## config.mk

```make
export PLATFORM = sky130hd
export DESIGN_NAME = rv_decoder
export DESIGN_NICKNAME = d
export VERILOG_FILES = /design/src/hw/rv_decode_pkg.sv /design/src/hw/format_classify.sv /design/src/hw/imm_gen.sv /design/src/hw/op_decode.sv /design/src/hw/decode_ctrl.sv /design/src/hw/rv_decoder.sv
export SDC_FILE = /design/constraint.sdc
export NUM_CORES = 1
export LEC_CHECK = 0
export BUFFER_PORTS_ARGS = -buffer_cell sky130_fd_sc_hd__buf_4
export CORE_MARGIN = 3
export CORE_UTILIZATION = 45
export CTS_CLUSTER_SIZE = 40
export DETAILED_ROUTE_END_ITERATION = 8
export PLACE_DENSITY_LB_ADDON = 0.12
export SKIP_LAST_GASP = 1
export SLEW_MARGIN = 5
export SYNTH_ARGS = -nofsm -noshare
export SYNTH_HDL_FRONTEND = slang
export SYNTH_SLANG_ARGS = --single-unit
```

## constraint.sdc

```tcl
create_clock -name clk -period 3.4 [get_ports clk]
set_clock_uncertainty 0.05 [all_clocks]
set_input_delay 0.51 -clock clk [delete_from_list [all_inputs] [get_ports clk]]
set_output_delay 0.51 -clock clk [all_outputs]
set_load 0.01 [all_outputs]
```

## src/hw/rv_decode_pkg.sv

```systemverilog
`default_nettype none

package rv_decode_pkg;

   localparam int XLEN       = 32;
   localparam int REG_ADDR_W = 5;

   // major opcodes, instr_raw[6:0]
   typedef enum logic [6:0] {
      OPC_LUI    = 7'b0110111,
      OPC_AUIPC  = 7'b0010111,
      OPC_JAL    = 7'b1101111,
      OPC_JALR   = 7'b1100111,
      OPC_BRANCH = 7'b1100011,
      OPC_LOAD   = 7'b0000011,
      OPC_STORE  = 7'b0100011,
      OPC_OP_IMM = 7'b0010011,
      OPC_OP     = 7'b0110011,
      OPC_FENCE  = 7'b0001111,
      OPC_SYSTEM = 7'b1110011
   } opcode_e;

   typedef enum logic [2:0] {
      FMT_R,
      FMT_I,
      FMT_S,
      FMT_B,
      FMT_U,
      FMT_J,
      FMT_NONE
   } fmt_e;

   // one value per rv32i / rv32m instruction
   typedef enum logic [5:0] {
      OP_LUI, OP_AUIPC, OP_JAL, OP_JALR,
      OP_BEQ, OP_BNE, OP_BLT, OP_BGE, OP_BLTU, OP_BGEU,
      OP_LB, OP_LH, OP_LW, OP_LBU, OP_LHU,
      OP_SB, OP_SH, OP_SW,
      OP_ADDI, OP_SLTI, OP_SLTIU, OP_XORI, OP_ORI, OP_ANDI,
      OP_SLLI, OP_SRLI, OP_SRAI,
      OP_ADD, OP_SUB, OP_SLL, OP_SLT, OP_SLTU,
      OP_XOR, OP_SRL, OP_SRA, OP_OR, OP_AND,
      OP_FENCE, OP_FENCE_I, OP_ECALL, OP_EBREAK,
      OP_CSRRW, OP_CSRRS, OP_CSRRC, OP_CSRRWI, OP_CSRRSI, OP_CSRRCI,
      // m extension
      OP_MUL, OP_MULH, OP_MULHSU, OP_MULHU,
      OP_DIV, OP_DIVU, OP_REM, OP_REMU,
      OP_ILLEGAL
   } op_e;

   // funct7 patterns
   localparam logic [6:0] F7_BASE   = 7'b0000000;
   localparam logic [6:0] F7_ALT    = 7'b0100000;
   localparam logic [6:0] F7_MULDIV = 7'b0000001;

endpackage

`default_nettype wire

```

## src/hw/format_classify.sv

```systemverilog
`timescale 1ns/1ns
`default_nettype none

module format_classify
   import rv_decode_pkg::*;
(
   input  wire logic [XLEN-1:0]       instr_raw,
   output fmt_e                       fmt,
   output logic [REG_ADDR_W-1:0]      dec_rd,
   output logic [REG_ADDR_W-1:0]      dec_rs1,
   output logic [REG_ADDR_W-1:0]      dec_rs2
);

   opcode_e opcode;
   logic    keep_rd;
   logic    keep_rs1;
   logic    keep_rs2;

   assign opcode = opcode_e'(instr_raw[6:0]);

   always_comb begin
      case (opcode)
         OPC_OP:                                   fmt = FMT_R;
         OPC_JALR, OPC_LOAD, OPC_OP_IMM,
         OPC_FENCE, OPC_SYSTEM:                    fmt = FMT_I;
         OPC_STORE:                                fmt = FMT_S;
         OPC_BRANCH:                               fmt = FMT_B;
         OPC_LUI, OPC_AUIPC:                       fmt = FMT_U;
         OPC_JAL:                                  fmt = FMT_J;
         default:                                  fmt = FMT_NONE;
      endcase
   end

   // fields the format does not carry read as x0
   assign keep_rd  = fmt inside {FMT_R, FMT_I, FMT_U, FMT_J};
   assign keep_rs1 = fmt inside {FMT_R, FMT_I, FMT_S, FMT_B};
   assign keep_rs2 = fmt inside {FMT_R, FMT_S, FMT_B};

   assign dec_rd  = keep_rd  ? instr_raw[11:7]  : '0;
   assign dec_rs1 = keep_rs1 ? instr_raw[19:15] : '0;
   assign dec_rs2 = keep_rs2 ? instr_raw[24:20] : '0;

endmodule

`default_nettype wire

```

## src/hw/imm_gen.sv

```systemverilog
`timescale 1ns/1ns
`default_nettype none

module imm_gen
   import rv_decode_pkg::*;
(
   input  wire logic [XLEN-1:0] instr_raw,
   input  wire fmt_e            fmt,
   output logic [XLEN-1:0]      dec_imm
);

   logic sign;

   assign sign = instr_raw[31];

   always_comb begin
      case (fmt)
         FMT_I: begin
            dec_imm = {{(XLEN-12){sign}}, instr_raw[31:20]};
         end
         FMT_S: begin
            dec_imm = {{(XLEN-12){sign}}, instr_raw[31:25], instr_raw[11:7]};
         end
         FMT_B: begin
            // offset in halfwords, bit 0 always zero
            dec_imm = {{(XLEN-12){sign}}, instr_raw[7], instr_raw[30:25],
                       instr_raw[11:8], 1'b0};
         end
         FMT_U: begin
            dec_imm = {instr_raw[31:12], 12'b0};
         end
         FMT_J: begin
            dec_imm = {{(XLEN-20){sign}}, instr_raw[19:12], instr_raw[20],
                       instr_raw[30:21], 1'b0};
         end
         default: begin
            dec_imm = '0;
         end
      endcase
   end

endmodule

`default_nettype wire

```

## src/hw/op_decode.sv

```systemverilog
`timescale 1ns/1ns
`default_nettype none

module op_decode
   import rv_decode_pkg::*;
(
   input  wire logic [XLEN-1:0] instr_raw,
   output op_e                  dec_op
);

   opcode_e    opcode;
   logic [2:0] funct3;
   logic [6:0] funct7;
   logic       rd_rs1_zero;
   logic [11:0] sys_imm;

   assign opcode      = opcode_e'(instr_raw[6:0]);
   assign funct3      = instr_raw[14:12];
   assign funct7      = instr_raw[31:25];
   assign rd_rs1_zero = (instr_raw[11:7] == 5'd0) && (instr_raw[19:15] == 5'd0);
   assign sys_imm     = instr_raw[31:20];

   always_comb begin
      dec_op = OP_ILLEGAL;
      case (opcode)
         OPC_LUI:   dec_op = OP_LUI;
         OPC_AUIPC: dec_op = OP_AUIPC;
         OPC_JAL:   dec_op = OP_JAL;
         OPC_JALR: begin
            if (funct3 == 3'b000)
               dec_op = OP_JALR;
         end
         OPC_BRANCH: begin
            case (funct3)
               3'b000:  dec_op = OP_BEQ;
               3'b001:  dec_op = OP_BNE;
               3'b100:  dec_op = OP_BLT;
               3'b101:  dec_op = OP_BGE;
               3'b110:  dec_op = OP_BLTU;
               3'b111:  dec_op = OP_BGEU;
               default: dec_op = OP_ILLEGAL;
            endcase
         end
         OPC_LOAD: begin
            case (funct3)
               3'b000:  dec_op = OP_LB;
               3'b001:  dec_op = OP_LH;
               3'b010:  dec_op = OP_LW;
               3'b100:  dec_op = OP_LBU;
               3'b101:  dec_op = OP_LHU;
               default: dec_op = OP_ILLEGAL;
            endcase
         end
         OPC_STORE: begin
            case (funct3)
               3'b000:  dec_op = OP_SB;
               3'b001:  dec_op = OP_SH;
               3'b010:  dec_op = OP_SW;
               default: dec_op = OP_ILLEGAL;
            endcase
         end
         OPC_OP_IMM: begin
            case (funct3)
               3'b000: dec_op = OP_ADDI;
               3'b010: dec_op = OP_SLTI;
               3'b011: dec_op = OP_SLTIU;
               3'b100: dec_op = OP_XORI;
               3'b110: dec_op = OP_ORI;
               3'b111: dec_op = OP_ANDI;
               // shamt in [24:20], funct7 picks logical or arithmetic
               3'b001: dec_op = (funct7 == F7_BASE) ? OP_SLLI : OP_ILLEGAL;
               default: begin
                  if (funct7 == F7_BASE)
                     dec_op = OP_SRLI;
                  else if (funct7 == F7_ALT)
                     dec_op = OP_SRAI;
               end
            endcase
         end
         OPC_OP: begin
            if (funct7 == F7_BASE) begin
               case (funct3)
                  3'b000: dec_op = OP_ADD;
                  3'b001: dec_op = OP_SLL;
                  3'b010: dec_op = OP_SLT;
                  3'b011: dec_op = OP_SLTU;
                  3'b100: dec_op = OP_XOR;
                  3'b101: dec_op = OP_SRL;
                  3'b110: dec_op = OP_OR;
                  default: dec_op = OP_AND;
               endcase
            end else if (funct7 == F7_ALT) begin
               if (funct3 == 3'b000)
                  dec_op = OP_SUB;
               else if (funct3 == 3'b101)
                  dec_op = OP_SRA;
            end else if (funct7 == F7_MULDIV) begin
               case (funct3)
                  3'b000: dec_op = OP_MUL;
                  3'b001: dec_op = OP_MULH;
                  3'b010: dec_op = OP_MULHSU;
                  3'b011: dec_op = OP_MULHU;
                  3'b100: dec_op = OP_DIV;
                  3'b101: dec_op = OP_DIVU;
                  3'b110: dec_op = OP_REM;
                  default: dec_op = OP_REMU;
               endcase
            end
         end
         OPC_FENCE: begin
            if (rd_rs1_zero && funct3 == 3'b000)
               dec_op = OP_FENCE;
            else if (rd_rs1_zero && funct3 == 3'b001)
               dec_op = OP_FENCE_I;
         end
         OPC_SYSTEM: begin
            case (funct3)
               3'b000: begin
                  if (rd_rs1_zero && sys_imm == 12'd0)
                     dec_op = OP_ECALL;
                  else if (rd_rs1_zero && sys_imm == 12'd1)
                     dec_op = OP_EBREAK;
               end
               3'b001:  dec_op = OP_CSRRW;
               3'b010:  dec_op = OP_CSRRS;
               3'b011:  dec_op = OP_CSRRC;
               3'b101:  dec_op = OP_CSRRWI;
               3'b110:  dec_op = OP_CSRRSI;
               3'b111:  dec_op = OP_CSRRCI;
               default: dec_op = OP_ILLEGAL;
            endcase
         end
         default: dec_op = OP_ILLEGAL;
      endcase
   end

endmodule

`default_nettype wire

```

## src/hw/decode_ctrl.sv

```systemverilog
`timescale 1ns/1ns
`default_nettype none

module decode_ctrl
   import rv_decode_pkg::*;
(
   input  wire logic                  clk,
   input  wire logic                  rstn,
   input  wire logic                  enabled,
   input  wire logic [XLEN-1:0]       pc,
   input  wire op_e                   dec_op,
   input  wire logic [REG_ADDR_W-1:0] dec_rd,
   input  wire logic [REG_ADDR_W-1:0] dec_rs1,
   input  wire logic [REG_ADDR_W-1:0] dec_rs2,
   input  wire logic [XLEN-1:0]       dec_imm,
   output logic                       completed,
   output logic                       succeeded,
   output op_e                        op,
   output logic [REG_ADDR_W-1:0]      rd,
   output logic [REG_ADDR_W-1:0]      rs1,
   output logic [REG_ADDR_W-1:0]      rs2,
   output logic [XLEN-1:0]            imm,
   output logic [XLEN-1:0]            pc_out,
   output logic                       is_load,
   output logic                       is_store,
   output logic                       is_branch,
   output logic                       is_csr,
   output logic                       writes_to_reg
);

   logic nxt_load;
   logic nxt_store;
   logic nxt_branch;
   logic nxt_csr;
   logic nxt_wr;

   // class flags of the word being captured
   always_comb begin
      nxt_load   = dec_op inside {OP_LB, OP_LH, OP_LW, OP_LBU, OP_LHU};
      nxt_store  = dec_op inside {OP_SB, OP_SH, OP_SW};
      nxt_branch = dec_op inside {OP_BEQ, OP_BNE, OP_BLT, OP_BGE, OP_BLTU, OP_BGEU};
      nxt_csr    = dec_op inside {OP_CSRRW, OP_CSRRS, OP_CSRRC,
                                  OP_CSRRWI, OP_CSRRSI, OP_CSRRCI};
      nxt_wr     = !(nxt_branch || nxt_store ||
                     dec_op inside {OP_FENCE, OP_FENCE_I, OP_ECALL, OP_EBREAK, OP_ILLEGAL});
   end

   always_ff @(posedge clk) begin
      if (rstn) begin
         completed     <= 1'b0;
         succeeded     <= 1'b0;
         op            <= OP_ILLEGAL;
         rd            <= '0;
         rs1           <= '0;
         rs2           <= '0;
         imm           <= '0;
         pc_out        <= '0;
         is_load       <= 1'b0;
         is_store      <= 1'b0;
         is_branch     <= 1'b0;
         is_csr        <= 1'b0;
         writes_to_reg <= 1'b0;
      end else if (enabled) begin
         // sticky until the next reset
         completed     <= 1'b1;
         succeeded     <= (dec_op != OP_ILLEGAL);
         op            <= dec_op;
         rd            <= dec_rd;
         rs1           <= dec_rs1;
         rs2           <= dec_rs2;
         imm           <= dec_imm;
         pc_out        <= pc;
         is_load       <= nxt_load;
         is_store      <= nxt_store;
         is_branch     <= nxt_branch;
         is_csr        <= nxt_csr;
         writes_to_reg <= nxt_wr;
      end
   end

endmodule

`default_nettype wire

```

## src/hw/rv_decoder.sv

```systemverilog
`timescale 1ns/1ns
`default_nettype none

module rv_decoder
   import rv_decode_pkg::*;
(
   input  wire logic                  clk,
   input  wire logic                  rstn,
   input  wire logic                  enabled,
   input  wire logic [XLEN-1:0]       pc,
   input  wire logic [XLEN-1:0]       instr_raw,
   output logic [REG_ADDR_W-1:0]      rf_rs1,
   output logic [REG_ADDR_W-1:0]      rf_rs2,
   output logic                       completed,
   output logic                       succeeded,
   output op_e                        op,
   output logic [REG_ADDR_W-1:0]      rd,
   output logic [REG_ADDR_W-1:0]      rs1,
   output logic [REG_ADDR_W-1:0]      rs2,
   output logic [XLEN-1:0]            imm,
   output logic [XLEN-1:0]            pc_out,
   output logic                       is_load,
   output logic                       is_store,
   output logic                       is_branch,
   output logic                       is_csr,
   output logic                       writes_to_reg
);

   fmt_e                  fmt;
   op_e                   dec_op;
   logic [REG_ADDR_W-1:0] dec_rd;
   logic [REG_ADDR_W-1:0] dec_rs1;
   logic [REG_ADDR_W-1:0] dec_rs2;
   logic [XLEN-1:0]       dec_imm;

   // unmasked source fields for an early register file read
   assign rf_rs1 = instr_raw[19:15];
   assign rf_rs2 = instr_raw[24:20];

   format_classify u_fmt (
      .instr_raw (instr_raw),
      .fmt       (fmt),
      .dec_rd    (dec_rd),
      .dec_rs1   (dec_rs1),
      .dec_rs2   (dec_rs2)
   );

   imm_gen u_imm (
      .instr_raw (instr_raw),
      .fmt       (fmt),
      .dec_imm   (dec_imm)
   );

   op_decode u_op (
      .instr_raw (instr_raw),
      .dec_op    (dec_op)
   );

   decode_ctrl u_ctrl (
      .clk           (clk),
      .rstn          (rstn),
      .enabled       (enabled),
      .pc            (pc),
      .dec_op        (dec_op),
      .dec_rd        (dec_rd),
      .dec_rs1       (dec_rs1),
      .dec_rs2       (dec_rs2),
      .dec_imm       (dec_imm),
      .completed     (completed),
      .succeeded     (succeeded),
      .op            (op),
      .rd            (rd),
      .rs1           (rs1),
      .rs2           (rs2),
      .imm           (imm),
      .pc_out        (pc_out),
      .is_load       (is_load),
      .is_store      (is_store),
      .is_branch     (is_branch),
      .is_csr        (is_csr),
      .writes_to_reg (writes_to_reg)
   );

endmodule

`default_nettype wire

```

After elaboration in Yosys (flattened, before gate mapping)

Cells that the tools add are included.
Widths: inputs -> output; s select.

Output and inout port bits: 102
Word-level logic and storage cells: 115
Latch bits: 0
Memory bits (read-only): 0
Memories kept: 0
Memory bits (writable): 0
Bits in registers: 92

$add $sub $neg: 0
Reduce and logical (&&, ||, !) cells: 24
Divide/modulo/power cells: 0
Bitwise operators: 0
Shift operators: 0
$mul: 0
Eq/ne operators: 52
Multiplexer cells: 26
$lt $le $gt $ge: 0

Operators with widths:

| kind                | number |
|---|---|
| $pmux 32 s5         | 1 |
| $pmux 6 s7          | 3 |
| $eq 6x6->1 const B  | 11 |
| $pmux 6 s11         | 1 |
| $mux 6              | 10 |
| $eq 6x4->1 const B  | 8 |
| $pmux 6 s6          | 1 |
| $pmux 5 s7          | 1 |
| $mux 5              | 6 |
| $pmux 6 s5          | 1 |
| $eq 7x6->1 const B  | 4 |
| $eq 7x7->1 const B  | 4 |
| $eq 6x3->1 const B  | 4 |
| $eq 3x3->1 const B  | 6 |
| $pmux 3 s6          | 1 |
| $pmux 6 s3          | 1 |
| $eq 7x5->1 const B  | 2 |
| $eq 12x1->1 const B | 1 |
| $eq 3x2->1 const B  | 4 |
| $eq 6x5->1 const B  | 2 |
| $logic_not 12->1    | 1 |
| $reduce_bool 6->1   | 2 |
| $logic_not 5->1     | 2 |
| $reduce_bool 5->1   | 2 |
| other kinds (14)    | 23 |

Depth between registers and ports, before layout

Gate-level depths: netlist of run 1.

Word-level depth: 12
Gate-level depth with buffers: 13

Hierarchy

From an unflattened synthesis of run 1, not the netlist that was laid out.

Cells, all modules: 607
Area total of the unflattened synthesis: 5198.7 um^2

Modules (own cells, without submodules):

| module          | cells an instance | area each (um^2) | times used | seq. area each (um^2) |
|---|---|---|---|---|
| decode_ctrl     | 314               | 3354.5           | 1          | 1841.8 |
| op_decode       | 169               | 1057.3           | 1          | 0.0 |
| imm_gen         | 66                | 390.4            | 1          | 0.0 |
| format_classify | 48                | 321.6            | 1          | 0.0 |
| rv_decoder      | 10                | 75.1             | 1          | 0.0 |

Worst setup path before layout of run 1

Ideal clock, no wire load.

Path kind: input-to-reg
From: input instr_raw[6]
To: register u_ctrl.imm[24]
Library setup time: 0.070 ns
Arrival time: 3.016 ns
Required time: 3.280 ns
Stages on the path: 13
Setup slack: 0.264 ns
Cells stage by stage: clkbuf_1 -> clkbuf_1 -> nand2_1 -> mux2i_1 -> nand3_1 -> ha_1 -> o21ai_1 -> a21o_1 -> nand2_1 -> a21oi_1 -> nand2_1 -> clkbuf_1 -> a21oi_1

Longest elaborated chain between the ends: 5

Ends and longest elaborated chain:

| item                                                      | line                  | RTL |
|---|---|---|
| start: declaration                                        | rv_decoder.sv:11      | `input wire logic [XLEN-1:0] instr_raw,` |
| $eq 7x7->1 (tied with other cells)                        | format_classify.sv:22 | `case (opcode)` |
| $reduce_or 5->1 / $reduce_or 2->1 (equally long branches) | format_classify.sv:22 |  |
| $pmux 3 s6 *                                              | format_classify.sv:22 |  |
| $eq 3x3->1 (tied with other cells)                        | imm_gen.sv:17         | `case (fmt)` |
| $pmux 32 s5 *                                             | imm_gen.sv:17         |  |
| end signal: assignment                                    | decode_ctrl.sv:71     | `imm <= dec_imm;` |
| end: declaration                                          | decode_ctrl.sv:22     | `output logic [XLEN-1:0] imm,` |

Mark *: on every way between the ends. The rest lies on a longest branch, timed or not.
A chain may end at the register's enable or synchronous reset.

Worst setup path after layout of run 1

From: input instr_raw[2]
To: register u_ctrl.writes_to_reg

Longest elaborated chain between the ends: 7

Ends and longest elaborated chain:

| item                                                          | line                                 | RTL |
|---|---|---|
| $eq 7x7->1 (tied with other cells)                            | op_decode.sv:25                      | `case (opcode)` |
| $pmux 6 s11 *                                                 | op_decode.sv:25                      |  |
| $eq 6x3->1 (tied with other cells)                            | decode_ctrl.sv:41                    | `nxt_branch = dec_op inside {OP_BEQ, OP_BNE, OP_BLT, OP_BGE, OP_BLTU, OP_BGEU};` |
| $reduce_bool 6->1 / $reduce_bool 3->1 (equally long branches) | decode_ctrl.sv:41, decode_ctrl.sv:40 |  |
| $logic_or 1x1->1                                              | decode_ctrl.sv:44                    | `nxt_wr = !(nxt_branch \|\| nxt_store \|\|` |
| $logic_or 1x1->1 *                                            | decode_ctrl.sv:45                    | `dec_op inside {OP_FENCE, OP_FENCE_I, OP_ECALL, OP_EBREAK, OP_ILLEGAL});` |
| $logic_not 1->1 *                                             | decode_ctrl.sv:44                    |  |
| end signal: assignment                                        | decode_ctrl.sv:77                    | `writes_to_reg <= nxt_wr;` |
| end: declaration                                              | decode_ctrl.sv:28                    | `output logic writes_to_reg` |

Marks and branches as above.

==> results of run 1 <==
## metal layers
layer  part of all wire (%)  track usage, %
met5                      0               0
met2                     46           39.98
met1                     43           35.25
met3                    9.2           6.394
met4                    1.6           7.214
## cells in the mapped netlist, drive strengths merged, types with 7 or more instances
library cell / number
nand2: 49
nor2b: 12
a211oi: 7
dfxtp: 92
nand4: 9
or3: 12
clkbuf: 30
nand3: 21
o21ai: 28
nor2: 73
nor4: 8
buf: 24
a21oi: 57
mux2i: 33
a22oi: 18
nor3: 10
## area by class of cell
class / instances / area [sq um]
fillers: 863 / 3680
repair buffers: 196 / 1471
flip-flops and latches: 92 / 1842
clock inverters: 7 / 91.34
inverters: 7 / 26.28
well taps: 133 / 166.4
multi-input cells: 434 / 2644
clock buffers: 9 / 123.9
## cells by family after synthesis
| logic type | synth area share [%] |
|---|---|
| AOI/OAI and AO/OA | 23.23 |
| xor gates and xnor gates | 0.7366 |
| adders and majority gates | 0.2630 |
| buffers and inverters | 5.708 |
| DFF | 38.72 |
| muxes | 7.180 |
| and+or+nand+nor | 24.17 |
## layout by cell type, fill, tap and decap left out, types with 6 or more instances in the layout
cell and count:
sky130_fd_sc_hd__buf_4 196, sky130_fd_sc_hd__dfxtp_1 92, sky130_fd_sc_hd__nor2_1 73, sky130_fd_sc_hd__a21oi_1 57, sky130_fd_sc_hd__nand2_1 49, sky130_fd_sc_hd__mux2i_1 33
sky130_fd_sc_hd__o21ai_0 25, sky130_fd_sc_hd__nand3_1 21, sky130_fd_sc_hd__a22oi_1 18, sky130_fd_sc_hd__nor2b_1 12, sky130_fd_sc_hd__or3_1 11, sky130_fd_sc_hd__nor3_1 10
sky130_fd_sc_hd__nand4_1 9, sky130_fd_sc_hd__clkbuf_8 9, sky130_fd_sc_hd__a211oi_1 7, sky130_fd_sc_hd__inv_1 6, sky130_fd_sc_hd__nor4_1 6, sky130_fd_sc_hd__a31oi_1 6
## worst max-delay path by stage
stage	from	endpoint	slack [ns]	cells after the start
global route	instr_raw[3]	u_ctrl.imm[21]	0.32	11
detailed placement	instr_raw[31]	u_ctrl.writes_to_reg	0.16	9
floorplan	instr_raw[6]	u_ctrl.imm[24]	0.26	13
finish	instr_raw[2]	u_ctrl.writes_to_reg	0.51	9
CTS	instr_raw[31]	u_ctrl.writes_to_reg	0.54	9
global placement	instr_raw[31]	u_ctrl.writes_to_reg	0.23	9
## worst register-to-register path: stages, from the launching register on
cell,delay [ns]
sky130_fd_sc_hd__dfxtp_1,0.32
sky130_fd_sc_hd__or2_2,0.27
sky130_fd_sc_hd__o211a_1,0.12
## where the power goes
| group | internal, mW | leakage (nW) | switching (mW) | total, mW |
|---|---|---|---|---|
| Clock | 0.359 | 0.106 | 0.431 | 0.790 |
| Sequential | 1.11 | 0.749 | 0.0161 | 1.12 |
| Combinational | 0.175 | 1.82 | 0.215 | 0.390 |
| Total | 1.64 | 2.68 | 0.662 | 2.30 |
==> results list, run 1 <==
- Final Hold Vio Count: 0
- Clock root buffer: sky130_fd_sc_hd__clkbuf_8
- Maximum ir drop on the vdd rail: 0.0002335 V
- Net count of the finished layout: 808
* Vias per std cell: 5.810
* Post-synthesis net count: ~660
- Pre-CTS WS: about 0.16 ns
- The worst hold path passes through 3 cells.
* Run status: finished, final reports clean
- After global routing the overflow that remains totals 0.
- Die height: 108.8 microns
- In the final timing run, aggregate negative setup slack is 0 ns.
* Worst reg2reg endpoint: u_ctrl.is_store
* Max Clock Freq: about 350 MHz
- After detailed placement, the total cell area comes to between 6000 and 7000 sq um.
- Setup slack after layout: 0.5050 ns
- After detailed routing, the average wire length per cell comes to between 15 and 20 microns.
* Share of the synthesized area in the top cell type: 38.72%
- The clock passes through at most 2 buffers.
* Number of buffers inserted during clock tree synthesis: 9
- Number of primary I/O pins: between 150 and 200
- Summing all non-filler instances in the final layout gives an area of around 6400 sq um.
- Once the floorplan was initialized, standard cells occupied 47.36% of the core.
- Area contributors post-synth: sky130_fd_sc_hd__dfxtp_1 39%, sky130_fd_sc_hd__mux2i_1 6.9%, sky130_fd_sc_hd__a21oi_1 6.0%
- In this run, the number of DRC markers left after iteration 0 of detailed routing was 485.
- Antenna violations before repair: 0
- Number of inserted diodes: 0
- In this run the cell area of the synthesized design comes to approximately 4800 sq um.
- The floorplan has 36 rows.
* Post-synthesis area per instance: about 8 sq um
- Sinks on Clock Net: just over 90
- In the synthesized netlist the dominant register cell turns out to be sky130_fd_sc_hd__dfxtp_1.
- Max Fanout on Critical Path: 15
- The largest single stage delay on the critical path is 0.49 ns.
* Smallest hold slack: 0.3214 ns
- CTS tree: built
- The kind of cell with the highest combined delay along the critical path is compound AO/OA/AOI/OAI gates.
- Largest area contributor in the netlist: sky130_fd_sc_hd__dfxtp_1
* Distinct cell type count of the synthesized netlist: 70
- Maximum number of pins on one net before global-route repair: 50
- Largest registers: u_ctrl.imm: 32 flops, u_ctrl.pc_out: 32 flops, u_ctrl.op: 6 flops
* Critical path buffer and inverter count: 1
- Setup-violating endpoint count in the final report: 0
- Class of the worst hold path: input pin to flip-flop
- Post-synthesis cell count: 587
- The number of placed instances, taps included, is ~860.
* Setup fix buffers added after clock tree synthesis: 0
- Hold Crit Start: pc[24]
- In this run, post-CTS repair resized a total of 0 instances.
- Lkg Pwr: 2.678 nW
- Final routed wirelength across all metal layers: between 15 and 20 mm
- Sequential elements use 38.72% of the synthesized area.
* Power per cell area: 362.0 nW/um^2
- Wire length of the first global-routing pass: 24.12 mm
- WP data required: 3.62 ns
- Count of pins over their slew limit: 0
- In the final layout, the share of cells above drive strength 1 is 30.60%.
* Slowest cell on the critical path: sky130_fd_sc_hd__or3_1
- Yosys printed 0 warnings.
- Data on the critical path arrives at its endpoint at about 3.1 ns.
- The completed layout was analyzed and its total power is 2.304 mW.
* Gr usage total: around a quarter
- The worst setup path is captured at a flip-flop.
- Port bufs: 168
* Core area: 10040 sq um
- In the routed design, unresolved DRC markers number 0.
* Placer's final routability congestion estimate: 0.9351
- The worst register-to-register path begins at u_ctrl.is_store.
- Die Footprint: 11840 sq um
* Area Growth Syn to Fin: 33.80%
- Register-to-Register Setup Slack: 2.54 ns
- Setup CP Type: input pin to flip-flop
- Number of vias after detailed routing: roughly 5100
* Drt first pass iters: 5
- Final standard cell count with taps included and fillers excluded: 878
* Hold path endpoint: u_ctrl.pc_out[24]
- Clock insertion delay at the later pin of the skew report: 0.37 ns
* Detailed placer's ending HPWL: 11.86 mm
- The number of global-route vias before repair was 4639.
- Max-cap violation count: 0
- Number of enable-type register cells in the synthesized netlist: 0
* Cell count of the worst reg-to-reg path: 2
- STA classifies the critical path startpoint as an input pin.
- Cell repeated most along the worst path: sky130_fd_sc_hd__a41oi_1
* DRT antenna net count: 0
- After clock tree synthesis, the clock-pin slew on the worst setup and hold paths is 0.10 ns.
* Fraction of the core area covered by cells at the end of the flow: a little under two thirds
* Width of the die: between 100 and 150 microns
- Final Critical Period: 2.895 ns
- Buffers inserted to repair hold after CTS numbered 0.
* Worst Tran Pin Value: 0.7173 ns
* Number of levels in the clock H-tree: 3
* Number of storage elements in the synthesis netlist: 92
- Measured against its own limit, the worst slew margin works out to 52.18%.
- Dividing the final minimum period by the clock period gives between 80% and 90%.
- The critical path goes through buf_4 > nand4bb_1 > or3_1 > o32ai_1 > a211o_1 > a41oi_1 > a41oi_1 > nor4b_1 > o41ai_2.
- Unrepaired setup endpoints after global routing: no
- After synthesis, the share of flip-flops with an asynchronous set or reset is 0%.
Note: power is estimated with default switching activity, not from simulation.
==> run 2, diff against run 1 <==
--- a/config.mk
+++ b/config.mk
@@ -6,8 +6,10 @@
 export NUM_CORES = 1
 export LEC_CHECK = 0
 export BUFFER_PORTS_ARGS = -buffer_cell sky130_fd_sc_hd__buf_4
+export CELL_PAD_IN_SITES_DETAIL_PLACEMENT = 1
+export CELL_PAD_IN_SITES_GLOBAL_PLACEMENT = 1
 export CORE_MARGIN = 3
-export CORE_UTILIZATION = 45
+export CORE_UTILIZATION = 36
 export CTS_CLUSTER_SIZE = 40
 export DETAILED_ROUTE_END_ITERATION = 8
 export PLACE_DENSITY_LB_ADDON = 0.12
==> run 2 against run 1 <==
Effect of this change:
- total power is 13% higher
- clock power up 34%
- sequential power barely moved
- sequential share of layout area fell by 0.78 points
- flip-flop and latch count did not move
- first-iteration DRC count shrank 45%
- worst setup slack lost 0.10 ns
- critical path type unchanged
- largest cell class unchanged
- highest routed layer unchanged
==> results list, run 2 (synthesized netlist as in run 1, its figures left out) <==
* Total gr overflow: 0
- Once the floorplan was initialized, standard cells occupied 37.24% of the core.
* Max Fanout on Critical Path: 17
- Port buffering added between 150 and 200 buffers.
- Number of buffers added to fix hold violations after cts: 0
- Row cnt: 41
- In this run, CTS created clock tree buffers numbering 9.
* Count of pins over their slew limit: 0
* Setup TNS Final: 0 ns
- Clock edge transition at the registers on the reported setup and hold paths: 0.07 ns
- Number of levels in the clock H-tree: 3
- The number of global-route vias before repair was about 5300.
* Post_cts resized: 0
- Final Critical Period: 2.999 ns
* DRC Markers: 0
* Die height: 121.0 microns
- For flop-to-flop paths, the worst setup slack is 2.53 ns.
- For the worst setup path, the data required time is 3.56 ns.
* Sequential share of power: between 40 and 50%
- Max-cap violations in this run came to 0.
- Prior to clock tree synthesis, the placed netlist has a worst setup slack of 0.1480 ns.
* Power per cell area: between 300 and 400 nW/um^2
- Smallest hold slack: 0.3487 ns
- Counting instances, the worst hold path has a depth of 3.
- Final standard cell count with taps included and fillers excluded: slightly above 900
- In this run the remaining antenna-violating nets after routing total 0.
- Setup CP Type: input pin to flip-flop
* Gr usage total: 24.80%
* Class of the worst hold path: input pin to flip-flop
* Net count of the finished layout: 812
* Beginning of the worst register-to-register path: u_ctrl.is_store
* Antenna violations before repair: 0
* Proportion of power drawn by the clock network: 41.0%
- Drt first pass iters: 4
- The count of final hold-check violations came to 0.
- Detailed placer's ending HPWL: 14.20 mm
- Fraction of power consumed by combinational cells: roughly 16%
- Final critical-path share of the clock period: 88.21%
- The layout has 1502 filler cells.
- Setup slack after layout: 0.4009 ns
- The core region is 12770 sq um.
- Maximum ir drop on the vdd rail: 0.0002878 V
* Deepest clock path buffer count: 2
* Hold path endpoint: u_ctrl.pc_out[28]
* Maximum number of pins on one net before global-route repair: 55
- The die is 121.0 microns wide.
- Dpl cells: 905
* WL/cell: 20.03 microns
* Vias per std cell: 5.552
- The root buffer cell chosen for the clock tree is sky130_fd_sc_hd__clkbuf_16.
* Category of the worst setup path launch point: input pin
- The flow ran to the end, and the final reports show no timing, DRC or antenna violations.
* Wire length of the first global-routing pass: 28.59 mm
- The clock net in this run drives a total of 92 sinks.
- Worst Tran Pin Value: 0.6880 ns
* Worst path arrival time: 3.16 ns
- Leaving out fill and tap cells, the most frequent cell in the layout is sky130_fd_sc_hd__buf_4.
- The number of cells on the worst reg-to-reg path is 2.
* Unrepaired setup endpoints after global routing: no
- Cells fill 51.21% of the core in the end.
* Setup fix buffers added after clock tree synthesis: 0
- The die covers 14630 sq um.
* Clock insertion delay at the later pin of the skew report: about 0.34 ns
* CTS tree: built
- Setup violations remaining at the end of the flow were counted as 0.
* Share of total power consumed by net switching: 25.74%
- Headroom to the max-slew limit: 53.55%
- Max Clock Freq: about 330 MHz
- Area Growth Syn to Fin: 37.51%
- The startpoint identified for the worst hold timing path is pc[28].
- Worst reg2reg endpoint: u_ctrl.is_store
* Number of primary I/O pins: 169
- Placer's final routability congestion estimate: 0.9742
- For this design the total switching power over the nets is 0.6690 mW.
- In the layout the commonest cells are 200 x sky130_fd_sc_hd__buf_4, 92 x sky130_fd_sc_hd__dfxtp_1, 73 x sky130_fd_sc_hd__nor2_1, 57 x sky130_fd_sc_hd__a21oi_1, 49 x sky130_fd_sc_hd__nand2_1.
* Nature of the critical path endpoint: flip-flop
- Number of inserted diodes: 0
* Fraction of final layout cells sized beyond drive strength 1: 30.88%
- Largest registers: u_ctrl.imm: 32 flops, u_ctrl.pc_out: 32 flops, u_ctrl.op: 6 flops
- Final routed wirelength across all metal layers: 18.43 mm
- Number of vias after detailed routing: 5108
* Lkg Pwr: ~2.7 nW
- Initial DRC count: 265
- Internal power comes to 1.930 mW.
## run 2: cell count changes in the layout (fill, tap and decap cells not counted), sizes merged
cell | before | now
inv | 10 | 8
bufinv | 1 | 2
clkinv | 2 | 3
buf | 196 | 200
clkinvlp | 1 | 0
## run 2: power by group through the flow
stage                     sequential [mW]  combinational, mW  clock [mW]
after global routing                 1.13              0.442        1.13
final                                1.13              0.408        1.06
after CTS                            1.13              0.407        1.09
after floorplan                      1.16              0.192           0
after global placement               1.15              0.395           0
after detailed placement             1.15              0.404           0
## run 2: cell type report
| class | instances | area [sq um] | area share [%] |
|---|---|---|---|
| sequential | 92 | 1842 | 28.16 |
| timing repair buffer | 200 | 1501 | 22.95 |
| clock buffer | 9 | 225.2 | 3.443 |
| multi-input combinational | 434 | 2644 | 40.42 |
| clock inverter | 6 | 87.58 | 1.339 |
| tap | 172 | 215.2 | 3.290 |
| inverter | 7 | 26.28 | 0.4017 |
## run 2: critical path: stages
cell	delay, ns
sky130_fd_sc_hd__buf_4	0.18
sky130_fd_sc_hd__or3b_2	0.53
sky130_fd_sc_hd__a21oi_1	0.17
sky130_fd_sc_hd__a21oi_1	0.11
sky130_fd_sc_hd__a31oi_1	0.38
sky130_fd_sc_hd__nor4b_1	0.43
sky130_fd_sc_hd__a41oi_1	0.23
sky130_fd_sc_hd__nor4b_1	0.47
sky130_fd_sc_hd__o41ai_2	0.14
## run 2: metal layers
metal	track usage [%]	wire length, microns
met5	0	0
met4	7.790	295
met3	5.688	1189
met2	40.60	8811
met1	32.40	8130
## run 2: stage by stage
| stage | power [mW] | cell area (sq um) |
|---|---|---|
| final | 2.599 | 6541 |
| after global routing | 2.703 | 6541 |
| after CTS | 2.619 | 6541 |
| after detailed placement | 1.554 | 6228 |
| after global placement | 1.544 | 6228 |
| after floorplan | 1.354 | 4757 |
## run 2: worst max path at each step
stage	startpoint	slack, ns	cells past startpoint	end
3_5_place_dp	instr_raw[31]	0.15	9	u_ctrl.writes_to_reg
4_1_cts	instr_raw[5]	0.48	9	u_ctrl.writes_to_reg
5_1_grt	instr_raw[5]	0.15	9	u_ctrl.writes_to_reg
2_1_floorplan	instr_raw[6]	0.26	13	u_ctrl.imm[24]
3_3_place_gp	instr_raw[12]	0.22	9	u_ctrl.writes_to_reg
6_report	instr_raw[5]	0.40	9	u_ctrl.writes_to_reg
